===== src/design/axi_pkg.sv =====
`default_nettype none

package axi_pkg;

    // Channel field widths
    localparam int ADDR_W = 32;
    localparam int DATA_W = 32;
    localparam int STRB_W = DATA_W / 8;
    localparam int LEN_W  = 8;
    localparam int RESP_W = 2;

    // Write response codes
    localparam logic [RESP_W-1:0] RESP_OKAY   = 2'b00;
    localparam logic [RESP_W-1:0] RESP_DECERR = 2'b11;

endpackage

`default_nettype wire


===== src/design/addr_map_pkg.sv =====
`default_nettype none

package addr_map_pkg;

    // Region lives in the top address bits
    localparam int REGION_W = 4;
    localparam int OFFSET_W = axi_pkg::ADDR_W - REGION_W;

    // Largest slave count the decode and config register support
    localparam int MAX_SLV = 8;

    // One AW address word, seen flat or as region plus offset
    typedef union packed {
        logic [axi_pkg::ADDR_W-1:0] flat;
        struct packed {
            logic [REGION_W-1:0] region;
            logic [OFFSET_W-1:0] offset;
        } fld;
    } aw_addr_u;

    // Enabled region below num_slv picks that slave, anything else the default (num_slv)
    function automatic logic [REGION_W-1:0] decode_tgt(
        input logic [REGION_W-1:0] region,
        input logic [MAX_SLV-1:0]  en_mask,
        input int unsigned         num_slv
    );
        logic [REGION_W-1:0] tgt;
        tgt = REGION_W'(num_slv);
        for (int i = 0; i < MAX_SLV; i++) begin
            if (i < num_slv && en_mask[i] && region == REGION_W'(i)) begin
                tgt = REGION_W'(i);
            end
        end
        return tgt;
    endfunction

endpackage

`default_nettype wire


===== src/design/aw_arbiter.sv =====
`timescale 1ns/1ps
`default_nettype none

module aw_arbiter #(
    parameter int  NUM_SLV = 3,
    localparam int TGT_W   = $clog2(NUM_SLV + 1)
) (
    input  wire                                      clk,
    input  wire                                      rst,
    input  wire  [1:0][axi_pkg::ADDR_W-1:0]          m_awaddr_i,
    input  wire  [1:0][axi_pkg::LEN_W-1:0]           m_awlen_i,
    input  wire  [1:0]                               m_awvalid_i,
    output logic [1:0]                               m_awready_o,
    output logic [NUM_SLV-1:0][axi_pkg::ADDR_W-1:0]  s_awaddr_o,
    output logic [NUM_SLV-1:0][axi_pkg::LEN_W-1:0]   s_awlen_o,
    output logic [NUM_SLV-1:0]                       s_awvalid_o,
    input  wire  [NUM_SLV-1:0]                       s_awready_i,
    input  wire  [NUM_SLV-1:0]                       en_mask_i,
    input  wire                                      done_i,
    output logic                                     lock_o,
    output logic                                     own_o,
    output logic [TGT_W-1:0]                         tgt_o
);

    logic                             lock_q;
    logic                             own_q;
    logic [TGT_W-1:0]                 tgt_q;
    logic                             rr_q;
    logic                             gnt;
    logic                             gnt_vld;
    addr_map_pkg::aw_addr_u           addr_u;
    logic [addr_map_pkg::MAX_SLV-1:0] mask_ext;
    logic [TGT_W-1:0]                 tgt_d;
    logic [NUM_SLV:0]                 ready_ext;
    logic                             aw_hs;

    // rr_q has priority, the other master wins only when rr_q is idle
    always_comb begin
        gnt_vld = 1'b0;
        gnt     = rr_q;
        if (!lock_q) begin
            if (m_awvalid_i[rr_q]) begin
                gnt_vld = 1'b1;
            end else if (m_awvalid_i[~rr_q]) begin
                gnt_vld = 1'b1;
                gnt     = ~rr_q;
            end
        end
    end

    // Region decode of the granted address
    always_comb begin
        addr_u.flat           = m_awaddr_i[gnt];
        mask_ext              = '0;
        mask_ext[NUM_SLV-1:0] = en_mask_i;
        tgt_d = TGT_W'(addr_map_pkg::decode_tgt(addr_u.fld.region, mask_ext, NUM_SLV));
    end

    // Default slave accepts AW at once
    assign ready_ext = {1'b1, s_awready_i};
    assign aw_hs     = gnt_vld && ready_ext[tgt_d];

    always_comb begin
        for (int i = 0; i < NUM_SLV; i++) begin
            s_awaddr_o[i]  = m_awaddr_i[gnt];
            s_awlen_o[i]   = m_awlen_i[gnt];
            s_awvalid_o[i] = gnt_vld && (tgt_d == TGT_W'(i));
        end
    end

    always_comb begin
        m_awready_o      = '0;
        m_awready_o[gnt] = aw_hs;
    end

    // Route held from the AW handshake until the B handshake
    always_ff @(posedge clk or negedge rst) begin
        if (!rst) begin
            lock_q <= 1'b0;
            own_q  <= 1'b0;
            tgt_q  <= '0;
            rr_q   <= 1'b0;
        end else if (aw_hs) begin
            lock_q <= 1'b1;
            own_q  <= gnt;
            tgt_q  <= tgt_d;
            rr_q   <= ~gnt;
        end else if (done_i) begin
            lock_q <= 1'b0;
        end
    end

    assign lock_o = lock_q;
    assign own_o  = own_q;
    assign tgt_o  = tgt_q;

endmodule

`default_nettype wire


===== src/design/axi_wr_xbar.sv =====
`timescale 1ns/1ps
`default_nettype none

module axi_wr_xbar #(
    parameter int NUM_SLV = 3
) (
    input  wire                                      clk,
    input  wire                                      rst,
    // Masters
    input  wire  [1:0][axi_pkg::ADDR_W-1:0]          m_awaddr_i,
    input  wire  [1:0][axi_pkg::LEN_W-1:0]           m_awlen_i,
    input  wire  [1:0]                               m_awvalid_i,
    output logic [1:0]                               m_awready_o,
    input  wire  [1:0][axi_pkg::DATA_W-1:0]          m_wdata_i,
    input  wire  [1:0][axi_pkg::STRB_W-1:0]          m_wstrb_i,
    input  wire  [1:0]                               m_wlast_i,
    input  wire  [1:0]                               m_wvalid_i,
    output logic [1:0]                               m_wready_o,
    output logic [1:0][axi_pkg::RESP_W-1:0]          m_bresp_o,
    output logic [1:0]                               m_bvalid_o,
    input  wire  [1:0]                               m_bready_i,
    // Slaves
    output logic [NUM_SLV-1:0][axi_pkg::ADDR_W-1:0]  s_awaddr_o,
    output logic [NUM_SLV-1:0][axi_pkg::LEN_W-1:0]   s_awlen_o,
    output logic [NUM_SLV-1:0]                       s_awvalid_o,
    input  wire  [NUM_SLV-1:0]                       s_awready_i,
    output logic [NUM_SLV-1:0][axi_pkg::DATA_W-1:0]  s_wdata_o,
    output logic [NUM_SLV-1:0][axi_pkg::STRB_W-1:0]  s_wstrb_o,
    output logic [NUM_SLV-1:0]                       s_wlast_o,
    output logic [NUM_SLV-1:0]                       s_wvalid_o,
    input  wire  [NUM_SLV-1:0]                       s_wready_i,
    input  wire  [NUM_SLV-1:0][axi_pkg::RESP_W-1:0]  s_bresp_i,
    input  wire  [NUM_SLV-1:0]                       s_bvalid_i,
    output logic [NUM_SLV-1:0]                       s_bready_o,
    // Config
    input  wire                                      cfg_we_i,
    input  wire  [addr_map_pkg::MAX_SLV-1:0]         cfg_wdata_i,
    output logic [addr_map_pkg::MAX_SLV-1:0]         cfg_rdata_o
);

    localparam int TGT_W = $clog2(NUM_SLV + 1);

    logic [NUM_SLV-1:0] en_mask;
    logic               lock;
    logic               own;
    logic [TGT_W-1:0]   tgt;
    logic               last_seen;
    logic               done;

    slave_cfg_regs #(
        .NUM_SLV     (NUM_SLV)
    ) u_slave_cfg_regs (
        .clk         (clk),
        .rst         (rst),
        .cfg_we_i    (cfg_we_i),
        .cfg_wdata_i (cfg_wdata_i),
        .en_mask_o   (en_mask),
        .cfg_rdata_o (cfg_rdata_o)
    );

    aw_arbiter #(
        .NUM_SLV     (NUM_SLV)
    ) u_aw_arbiter (
        .clk         (clk),
        .rst         (rst),
        .m_awaddr_i  (m_awaddr_i),
        .m_awlen_i   (m_awlen_i),
        .m_awvalid_i (m_awvalid_i),
        .m_awready_o (m_awready_o),
        .s_awaddr_o  (s_awaddr_o),
        .s_awlen_o   (s_awlen_o),
        .s_awvalid_o (s_awvalid_o),
        .s_awready_i (s_awready_i),
        .en_mask_i   (en_mask),
        .done_i      (done),
        .lock_o      (lock),
        .own_o       (own),
        .tgt_o       (tgt)
    );

    w_router #(
        .NUM_SLV     (NUM_SLV)
    ) u_w_router (
        .clk         (clk),
        .rst         (rst),
        .m_wdata_i   (m_wdata_i),
        .m_wstrb_i   (m_wstrb_i),
        .m_wlast_i   (m_wlast_i),
        .m_wvalid_i  (m_wvalid_i),
        .m_wready_o  (m_wready_o),
        .s_wdata_o   (s_wdata_o),
        .s_wstrb_o   (s_wstrb_o),
        .s_wlast_o   (s_wlast_o),
        .s_wvalid_o  (s_wvalid_o),
        .s_wready_i  (s_wready_i),
        .lock_i      (lock),
        .own_i       (own),
        .tgt_i       (tgt),
        .last_seen_o (last_seen)
    );

    b_router #(
        .NUM_SLV     (NUM_SLV)
    ) u_b_router (
        .clk         (clk),
        .rst         (rst),
        .s_bresp_i   (s_bresp_i),
        .s_bvalid_i  (s_bvalid_i),
        .s_bready_o  (s_bready_o),
        .m_bresp_o   (m_bresp_o),
        .m_bvalid_o  (m_bvalid_o),
        .m_bready_i  (m_bready_i),
        .lock_i      (lock),
        .own_i       (own),
        .tgt_i       (tgt),
        .last_seen_i (last_seen),
        .done_o      (done)
    );

endmodule

`default_nettype wire


===== src/design/b_router.sv =====
`timescale 1ns/1ps
`default_nettype none

module b_router #(
    parameter int  NUM_SLV = 3,
    localparam int TGT_W   = $clog2(NUM_SLV + 1)
) (
    input  wire                                      clk,
    input  wire                                      rst,
    input  wire  [NUM_SLV-1:0][axi_pkg::RESP_W-1:0]  s_bresp_i,
    input  wire  [NUM_SLV-1:0]                       s_bvalid_i,
    output logic [NUM_SLV-1:0]                       s_bready_o,
    output logic [1:0][axi_pkg::RESP_W-1:0]          m_bresp_o,
    output logic [1:0]                               m_bvalid_o,
    input  wire  [1:0]                               m_bready_i,
    input  wire                                      lock_i,
    input  wire                                      own_i,
    input  wire  [TGT_W-1:0]                         tgt_i,
    input  wire                                      last_seen_i,
    output logic                                     done_o
);

    logic [NUM_SLV:0][axi_pkg::RESP_W-1:0] resp_ext;
    logic [NUM_SLV:0]                      valid_ext;
    logic                                  active;
    logic                                  bvalid_sel;
    logic                                  bready_sel;
    logic                                  b_hs;

    // Window between the last W beat and the B handshake of this write
    assign active = lock_i && last_seen_i;

    // Top entry is the default slave answering DECERR
    assign resp_ext   = {axi_pkg::RESP_DECERR, s_bresp_i};
    assign valid_ext  = {1'b1, s_bvalid_i};
    assign bvalid_sel = active && valid_ext[tgt_i];
    assign bready_sel = m_bready_i[own_i];
    assign b_hs       = bvalid_sel && bready_sel;

    for (genvar i = 0; i < NUM_SLV; i++) begin : g_slv
        assign s_bready_o[i] = active && bready_sel && (tgt_i == TGT_W'(i));
    end

    for (genvar m = 0; m < 2; m++) begin : g_mst
        assign m_bvalid_o[m] = bvalid_sel && (own_i == 1'(m));
        assign m_bresp_o[m]  = (own_i == 1'(m)) ? resp_ext[tgt_i] : axi_pkg::RESP_OKAY;
    end

    assign done_o = b_hs;

endmodule

`default_nettype wire


===== src/design/slave_cfg_regs.sv =====
`timescale 1ns/1ps
`default_nettype none

module slave_cfg_regs #(
    parameter int NUM_SLV = 3
) (
    input  wire                               clk,
    input  wire                               rst,
    input  wire                               cfg_we_i,
    input  wire  [addr_map_pkg::MAX_SLV-1:0]  cfg_wdata_i,
    output logic [NUM_SLV-1:0]                en_mask_o,
    output logic [addr_map_pkg::MAX_SLV-1:0]  cfg_rdata_o
);

    logic [NUM_SLV-1:0] en_mask_q;

    // All slaves enabled out of reset
    always_ff @(posedge clk or negedge rst) begin
        if (!rst) begin
            en_mask_q <= '1;
        end else if (cfg_we_i) begin
            en_mask_q <= cfg_wdata_i[NUM_SLV-1:0];
        end
    end

    assign en_mask_o = en_mask_q;

    // Bits above NUM_SLV read back as zero
    always_comb begin
        cfg_rdata_o              = '0;
        cfg_rdata_o[NUM_SLV-1:0] = en_mask_q;
    end

endmodule

`default_nettype wire


===== src/design/w_router.sv =====
`timescale 1ns/1ps
`default_nettype none

module w_router #(
    parameter int  NUM_SLV = 3,
    localparam int TGT_W   = $clog2(NUM_SLV + 1)
) (
    input  wire                                      clk,
    input  wire                                      rst,
    input  wire  [1:0][axi_pkg::DATA_W-1:0]          m_wdata_i,
    input  wire  [1:0][axi_pkg::STRB_W-1:0]          m_wstrb_i,
    input  wire  [1:0]                               m_wlast_i,
    input  wire  [1:0]                               m_wvalid_i,
    output logic [1:0]                               m_wready_o,
    output logic [NUM_SLV-1:0][axi_pkg::DATA_W-1:0]  s_wdata_o,
    output logic [NUM_SLV-1:0][axi_pkg::STRB_W-1:0]  s_wstrb_o,
    output logic [NUM_SLV-1:0]                       s_wlast_o,
    output logic [NUM_SLV-1:0]                       s_wvalid_o,
    input  wire  [NUM_SLV-1:0]                       s_wready_i,
    input  wire                                      lock_i,
    input  wire                                      own_i,
    input  wire  [TGT_W-1:0]                         tgt_i,
    output logic                                     last_seen_o
);

    logic [axi_pkg::DATA_W-1:0] data_m;
    logic [axi_pkg::STRB_W-1:0] strb_m;
    logic                       last_m;
    logic                       valid_m;
    logic [NUM_SLV:0]           ready_ext;
    logic                       ready_s;
    logic                       beat_hs;
    logic                       last_seen_q;

    // Owner's beat
    assign data_m = m_wdata_i[own_i];
    assign strb_m = m_wstrb_i[own_i];
    assign last_m = m_wlast_i[own_i];

    // Nothing passes once the last beat of this burst went through
    assign valid_m = lock_i && !last_seen_q && m_wvalid_i[own_i];

    // Default slave sinks beats at once
    assign ready_ext = {1'b1, s_wready_i};
    assign ready_s   = ready_ext[tgt_i];
    assign beat_hs   = valid_m && ready_s;

    for (genvar i = 0; i < NUM_SLV; i++) begin : g_slv
        assign s_wvalid_o[i] = valid_m && (tgt_i == TGT_W'(i));
        assign s_wdata_o[i]  = data_m;
        assign s_wlast_o[i]  = last_m;
        // Idle slaves see full strobes
        assign s_wstrb_o[i]  = (valid_m && (tgt_i == TGT_W'(i))) ? strb_m : '1;
    end

    always_comb begin
        m_wready_o        = '0;
        m_wready_o[own_i] = beat_hs;
    end

    always_ff @(posedge clk or negedge rst) begin
        if (!rst) begin
            last_seen_q <= 1'b0;
        end else if (!lock_i) begin
            last_seen_q <= 1'b0;
        end else if (beat_hs && last_m) begin
            last_seen_q <= 1'b1;
        end
    end

    assign last_seen_o = last_seen_q;

endmodule

`default_nettype wire


===== config.mk =====
export PLATFORM = sky130hd
export DESIGN_NAME = axi_wr_xbar
export DESIGN_NICKNAME = d
export VERILOG_FILES = /design/src/design/axi_pkg.sv /design/src/design/addr_map_pkg.sv /design/src/design/aw_arbiter.sv /design/src/design/axi_wr_xbar.sv /design/src/design/b_router.sv /design/src/design/slave_cfg_regs.sv /design/src/design/w_router.sv
export SDC_FILE = /design/constraint.sdc
export NUM_CORES = 1
export LEC_CHECK = 0
export ABC_AREA = 0
export BUFFER_PORTS_ARGS = -buffer_cell sky130_fd_sc_hd__buf_2
export CAP_MARGIN = 20
export CORE_AREA = 2 2 172 174
export DETAILED_ROUTE_END_ITERATION = 7
export DIE_AREA = 0 0 174 176
export PLACE_DENSITY = 0.34
export SYNTH_ARGS = -nofsm -noshare
export SYNTH_HDL_FRONTEND = slang
export SYNTH_HIERARCHICAL = 1
export SYNTH_SLANG_ARGS = --single-unit

===== constraint.sdc =====
create_clock -name clk -period 2.45 [get_ports clk]
set_input_delay 0.1225 -clock clk [delete_from_list [all_inputs] [get_ports clk]]
set_output_delay 0.1225 -clock clk [all_outputs]
set_load 0.02 [all_outputs]

==> results of run 1 <==
metal layers:
metal,vias up,GRT usage [%],share of wire [%],wire [µm]
met5,-,0,0,0
met4,0,1.86,1.6,260
met3,12,2.02,8.4,1360
met2,278,20.3,57,9190
met1,1729,9.13,33,5340
li1,1862,-,-,-
stage by stage:
stage,cell area (µm²),hold slack (ns),cells
global route,4820,0.130,1113
detailed placement,4650,0.0372,1103
floorplan,3090,-0.173,437
finish,4820,0.124,1113
global placement,4650,0.0334,1103
CTS,4790,0.122,1109
how the worst max path moves through the flow:
stage / from / slack (ns) / cells past startpoint / end
floorplan: u_aw_arbiter/rr_q / 0.17 / 7 / u_aw_arbiter/own_o
global placement: u_aw_arbiter/lock_o / 0.04 / 7 / u_aw_arbiter/own_o
detailed placement: u_aw_arbiter/lock_o / 0.05 / 7 / u_aw_arbiter/own_o
CTS: u_aw_arbiter/rr_q / -0.02 / 8 / m_awready_o[0]
global route: u_aw_arbiter/rr_q / -0.11 / 9 / m_awready_o[0]
finish: u_aw_arbiter/rr_q / 0.007 / 8 / m_awready_o[0]
repair_timing:
item / CTS / global route
setup endpoints to repair: 3 / 5
buffers inserted: 1 / 4
hold buffers: 1 / 0
pin swaps: 5 / 0
hold endpoints to repair: 6 / 0
gates resized for setup: 13 / 1
power breakdown:
part | leakage (nW) | switching [mW] | total [mW] | internal (mW)
registers | 0.0949 | 0.145 | 0.347 | 0.202
clock network | 0.0382 | 0.0782 | 0.297 | 0.218
logic | 2.66 | 3.94 | 5.91 | 1.97
worst reg2reg max path, delay by kind of cell, from the launching register on:
| kind | cells | cell delay, ns |
|---|---|---|
| muxes | 1 | 0.29 |
| AOI/OAI and AO/OA | 4 | 1.10 |
| and+or+nand+nor | 1 | 0.19 |
| DFF | 1 | 0.38 |
| buffers and inverters | 2 | 0.27 |
area by class of cell:
| type | count | share of cell area [%] |
|---|---|---|
| inverters | 13 | 1.01 |
| clock buffers | 4 | 1.63 |
| flip-flops and latches | 9 | 4.80 |
| multi-input cells | 246 | 33.3 |
| well taps | 384 | 9.96 |
| repair buffers | 457 | 49.3 |
state kept, by name (all words and copies together), names as in the netlist:
register / cells
u_aw_arbiter/tgt_o: 2
u_slave_cfg_regs/en_mask_o: 3
u_w_router/last_seen_o: 1
u_aw_arbiter/rr_q: 1
u_aw_arbiter/lock_o: 1
u_aw_arbiter/own_o: 1
cell families (layout without fill, tap and decap cells):
logic type / after synthesis / count (layout) / share of synthesized area [%]
multiplexers: 53 / 53 / 19.0
other: 1 / 5 / 0.122
buffers and inverters: 182 / 474 / 41.8
flip-flops: 9 / 9 / 7.45
AO/OA/AOI/OAI: 30 / 30 / 9.28
AND/OR/NAND/NOR: 158 / 158 / 22.3
Yosys cell counts, types with 3 or more instances:
cell type	number	area, µm²
a211oi_1	5	37.5
buf_2	4	20.0
buf_4	155	1160
clkbuf_1	7	26.3
dfrtp_1	6	150
dfstp_2	3	78.8
inv_1	13	48.8
mux2_2	39	439
mux2i_1	13	130
nand2_1	128	480
nand2b_1	4	25.0
nand3_1	4	20.0
nor3_1	3	15.0
nor3b_1	4	30.0
==> flow_summary.json, run 1 <==
{
  "core_area_um2": 28500,
  "ir_drop_v": 0.000450,
  "worstSetupPathType": "reg -> out",
  "firstDrtPassIters": 5,
  "worst-path-max-fanout": 6,
  "synth_flop_cell": "dfrtp_1",
  "final_core_util_pct": 16.9,
  "worstHoldStart": "cfg_wdata_i[0]",
  "ios": 444,
  "numCtsBuffers": 3,
  "path_cells": "o21bai_4, a22o_2, a2111o_1, and4b_2, o32ai_4, buf_12, and2_4, buf_6",
  "place.port_buffers": 433,
  "grt_util_all_layers_pct": 9.49,
  "hp-class": "in -> reg",
  "grt_max_degree": 41,
  "p_leak_nw": 2.79,
  "pre_cts_ws_ns": 0.0454,
  "drv_cap": 0,
  "postLayoutSetupSlackWorst_ns": 0.00675,
  "drtAntennaViolNets": 0,
  "grt_pass1_vias": 3741,
  "final.period_utilization_pct": 99.7,
  "finClkSkew_ns": 0.00543,
  "dp_hpwl_um": 14500,
  "fillers": 3313,
  "mostFrequentLayoutCells": "buf_2 (431), nand2_1 (127), mux2_2 (39), buf_4 (21)",
  "p_total_mw": 6.55,
  "critPathMaxStageDelay_ns": 0.38,
  "gp_congestion": 0.761,
  "path_clk_slew_ns": 0.04,
  "final_common_cell": "buf_2",
  "tns_ns": 0,
  "clock-sinks": 9,
  "syn_to_final_growth_pct": 56.9,
  "rsz0062_at_grt": "yes",
  "rrSetupSlack_ns": 0.08,
  "register_area_um2": 231,
  "r2r_cells": 8,
  "drc": 0,
  "grt_antenna_before_repair": 0,
  "worstSkewPairLatency_ns": 0.24,
  "yosys_warnings": 6,
  "path_delay_family": "compound AO/OA/AOI/OAI gates",
  "maxSlewViolCount": 0,
  "tightest_slew_ns": 0.635,
  "ys_types": 52,
  "power_density_nw_per_um2": 1360,
  "vias_per_cell": 3.49,
  "synth_area_per_cell_um2": 7.10,
  "drive_above_1_share_pct": 71.3,
  "crit_arrival_ns": 2.32,
  "status": "finished, final reports clean",
  "start_util_pct": 10.8,
  "drtIter0Drc": 90,
  "hold_violations": 0,
  "grt_pass1_wl_um": 22200,
  "yosysSeqAreaShare_pct": 7.45,
  "worst_slew_margin_rel_pct": 57.7,
  "ys_ff_latch": 9,
  "cts_tree": "built",
  "wl_per_cell_um": 14.5,
  "grt.overflow.total": 0,
  "clockBufferDepth": 2,
  "min_period_ns": 2.44,
  "cts_root_buf": "clkbuf_16",
  "critical_path_buf_inv_count": 2,
  "critPathLaunchType": "flop",
  "h-tree-depth": 1,
  "die_area_um2": 30600,
  "syn-instance-count": 433,
  "diodes": 0,
  "synth-edff-count": 0,
  "fin_nets": 916,
  "setup_viol": 0,
  "cp-end-kind": "primary output",
  "worstReg2RegStart": "u_aw_arbiter/rr_q",
  "die_w_um": 174,
  "core.rowCount": 62,
  "clock.fmax_ghz": 0.409,
  "dieHeight_um": 176,
  "crit_required_ns": 2.33,
  "hold_depth": 2,
  "vias": 3881,
  "synth_area_um2": 3070,
  "wl_um": 16200,
  "async_flop_share_pct": 100,
  "r2r-end": "u_aw_arbiter/own_o",
  "hold_end": "u_slave_cfg_regs/en_mask_o[0]",
  "multiInputGateArea_um2": 1600,
  "cp_slowest_cell": "dfrtp_1"
}
Power figures use the tool's default switching activity.
==> run 2: changes to the inputs <==
- ABC_AREA: 0 -> 1
- PLACE_DENSITY: 0.34 -> 0.4
==> run 2 against run 1 <==
  * Clock power is 3% lower
  * Critical path depth grew 3
  * Core utilization decreased by 0.38 points
  * Final cell count grew 9.8%
  * Design area fell by 2.3%
  * Non-clock buffer count decreased by 8
  * Synthesized cell count grew 27%
  * Hold slack got worse by 0.039 ns
  * Combinational power increased by 13%
  * Clock-buffer cell count unchanged
  * Register-to-register slack gained 0.37 ns
  * Critical path type unchanged
  * Largest power group unchanged
  * Highest routed layer unchanged
==> flow_summary.json, run 2 <==
{
  "vias_per_cell": 3.49,
  "ys_ff_latch": 9,
  "synth_area_um2": 3090,
  "die_w_um": 174,
  "p_sw_share_pct": 68.2,
  "place.port_buffers": 433,
  "numCtsBuffers": 3,
  "hold_violations": 0,
  "worstSetupPathType": "reg -> out",
  "setup_viol": 0,
  "multiInputGateArea_um2": 1520,
  "critPathLaunchType": "flop",
  "drtAntennaViolNets": 0,
  "syn_to_final_growth_pct": 52.7,
  "p_leak_nw": 3.03,
  "synth.area.top_cells": "buf_4 (38%), nand2_1 (32%), dfrtp_1 (4.9%)",
  "status": "finished, final reports clean",
  "ios": 444,
  "grt.overflow.total": 0,
  "die_area_um2": 30600,
  "core.rowCount": 62,
  "p_int_mw": 2.31,
  "register_area_um2": 230,
  "synth_top_cell_area_share_pct": 37.9,
  "maxSlewViolCount": 0,
  "synth-edff-count": 0,
  "hp-class": "in -> reg",
  "rsz0062_at_grt": "no",
  "firstDrtPassIters": 4,
  "path_clk_slew_ns": 0.04,
  "final_core_util_pct": 16.5,
  "ir_drop_v": 0.000603,
  "ys_types": 33,
  "grt_pass1_vias": 3756,
  "syn-instance-count": 552,
  "clockBufferDepth": 2,
  "clock.fmax_ghz": 0.438,
  "cp-end-kind": "primary output",
  "tightest_slew_ns": 0.590,
  "drtIter0Drc": 107,
  "grt_pass1_wl_um": 23200,
  "crit_arrival_ns": 2.16,
  "worst_slew_margin_rel_pct": 60.7,
  "mostFrequentLayoutCells": "buf_2 (432), nand2_1 (262), inv_1 (19)",
  "p_comb_share_pct": 91.5,
  "cts_tree": "built",
  "gp_congestion": 0.821,
  "finClkSkew_ns": 0.000453,
  "dp_hpwl_um": 15600,
  "fin_nets": 1022,
  "drc": 0,
  "cts_root_buf": "clkbuf_16",
  "core_area_um2": 28500,
  "final_common_cell": "buf_2",
  "worstSkewPairLatency_ns": 0.23,
  "start_util_pct": 10.8,
  "final.period_utilization_pct": 93.3,
  "wl_per_cell_um": 14.2,
  "grt.busiest_layer": "met2",
  "dieHeight_um": 176,
  "min_period_ns": 2.28,
  "power_frac_seq_pct": 4.5,
  "h-tree-depth": 1,
  "yosysSeqAreaShare_pct": 7.42,
  "rrSetupSlack_ns": 0.45,
  "met1_usage_pct": 10.5,
  "synth_area_per_cell_um2": 5.59,
  "vias": 4262,
  "drive_above_1_share_pct": 57.6,
  "yosys_warnings": 6,
  "power_density_nw_per_um2": 1540,
  "fin_hold_ws_ns": 0.0854,
  "crit_required_ns": 2.33,
  "drv_cap": 0,
  "synth.most_common_cell": "nand2_1",
  "largest_reg_flops": 3,
  "power_frac_clock_pct": 3.9,
  "clock-sinks": 9,
  "use_met2_pct": 20.4,
  "wl_um": 17300,
  "yosysTopAreaCell": "buf_4",
  "grt_util_all_layers_pct": 10.0,
  "use_met3_pct": 2.20,
  "async_flop_share_pct": 100,
  "grt_antenna_before_repair": 3,
  "worst-path-max-fanout": 6,
  "synth_flop_cell": "dfrtp_1",
  "tns_ns": 0,
  "p_sw_mw": 4.97,
  "grt_max_degree": 45,
  "synth_common_cells": "nand2_1 (264), buf_4 (156), inv_1 (19)",
  "fillers": 3374
}
run 2: changes by cell type in the layout (fill, tap and decap cells not counted), sizes merged, moves of 8 or more:
cell,change
nand2,+142
mux2,-40
nand4,+14
mux2i,-13
nand3,+13
inv,+12
nor2,+9
buf,-8
o21ai,+8
run 2: power groups by stage:
| stage | sequential [mW] | combinational (mW) | clock, mW |
|---|---|---|---|
| after floorplan | 0.280 | 5.65 | 0 |
| after global placement | 0.332 | 6.77 | 0 |
| after detailed placement | 0.331 | 6.74 | 0 |
| after CTS | 0.330 | 6.76 | 0.295 |
| after global routing | 0.345 | 7.19 | 0.305 |
| final | 0.330 | 6.66 | 0.287 |
run 2: worst paths after layout:
kind                                                    start                       endpoint  cells past startpoint
min in group asynchronous                                 rst         u_w_router/last_seen_o                      2
worst min-delay path                           cfg_wdata_i[1]  u_slave_cfg_regs/en_mask_o[1]                      3
worst min register to register  u_slave_cfg_regs/en_mask_o[2]  u_slave_cfg_regs/en_mask_o[2]                      2
max in group asynchronous                                 rst  u_slave_cfg_regs/en_mask_o[0]                      2
worst max-delay path                      u_aw_arbiter/lock_o                 m_awready_o[1]                     11
worst max register to register            u_aw_arbiter/lock_o          u_aw_arbiter/tgt_o[0]                     11
run 2: cell type report:
type | count | area share (%)
diodes | 3 | 0.159
clock buffers | 4 | 1.67
inverters | 25 | 2.10
multi-input cells | 348 | 32.3
flip-flops and latches | 9 | 4.88
well taps | 384 | 10.2
repair buffers | 449 | 48.7
run 2: critical path: stages, from the launching register on:
cell and delay (ns):
dfrtp_1 0.42, o21ai_4 0.31, buf_6 0.15, nand3b_1 0.07, nand2_1 0.08, nand2_2 0.10
nor2_4 0.12, nand4_1 0.19, nand3_2 0.17, nand2_1 0.10, inv_1 0.06, buf_2 0.15
run 2: cells by family after synthesis:
logic type / count (synthesis) / share of synthesized area (%)
AND/OR/NAND/NOR: 327 / 44.5
AO/OA/AOI/OAI: 16 / 3.77
flip-flops: 9 / 7.42
other: 1 / 0.121
buffers and inverters: 199 / 44.2
run 2: repair_timing:
action	CTS	global route
endpoints found under the hold margin	6	0
endpoints found under the setup margin	0	3
setup buffers	0	5
gates resized for setup	0	5
hold buffers	1	0
run 2: per-layer routing:
layer / vias up / part of all wire (%)
met4: 0 / 1.5
met1: 1849 / 36
li1: 2115 / -
met3: 10 / 8.2
met5: - / 0
met2: 288 / 54
run 2: stage by stage:
step / power (mW) / cell area, µm² / std cells / setup slack, ns
finish: 7.28 / 4710 / 1222 / 0.165
global placement: 7.10 / 4560 / 1209 / 0.319
global route: 7.84 / 4710 / 1220 / 0.00410
detailed placement: 7.07 / 4560 / 1209 / 0.248
floorplan: 5.93 / 3100 / 556 / 0.569
CTS: 7.38 / 4650 / 1214 / 0.00322
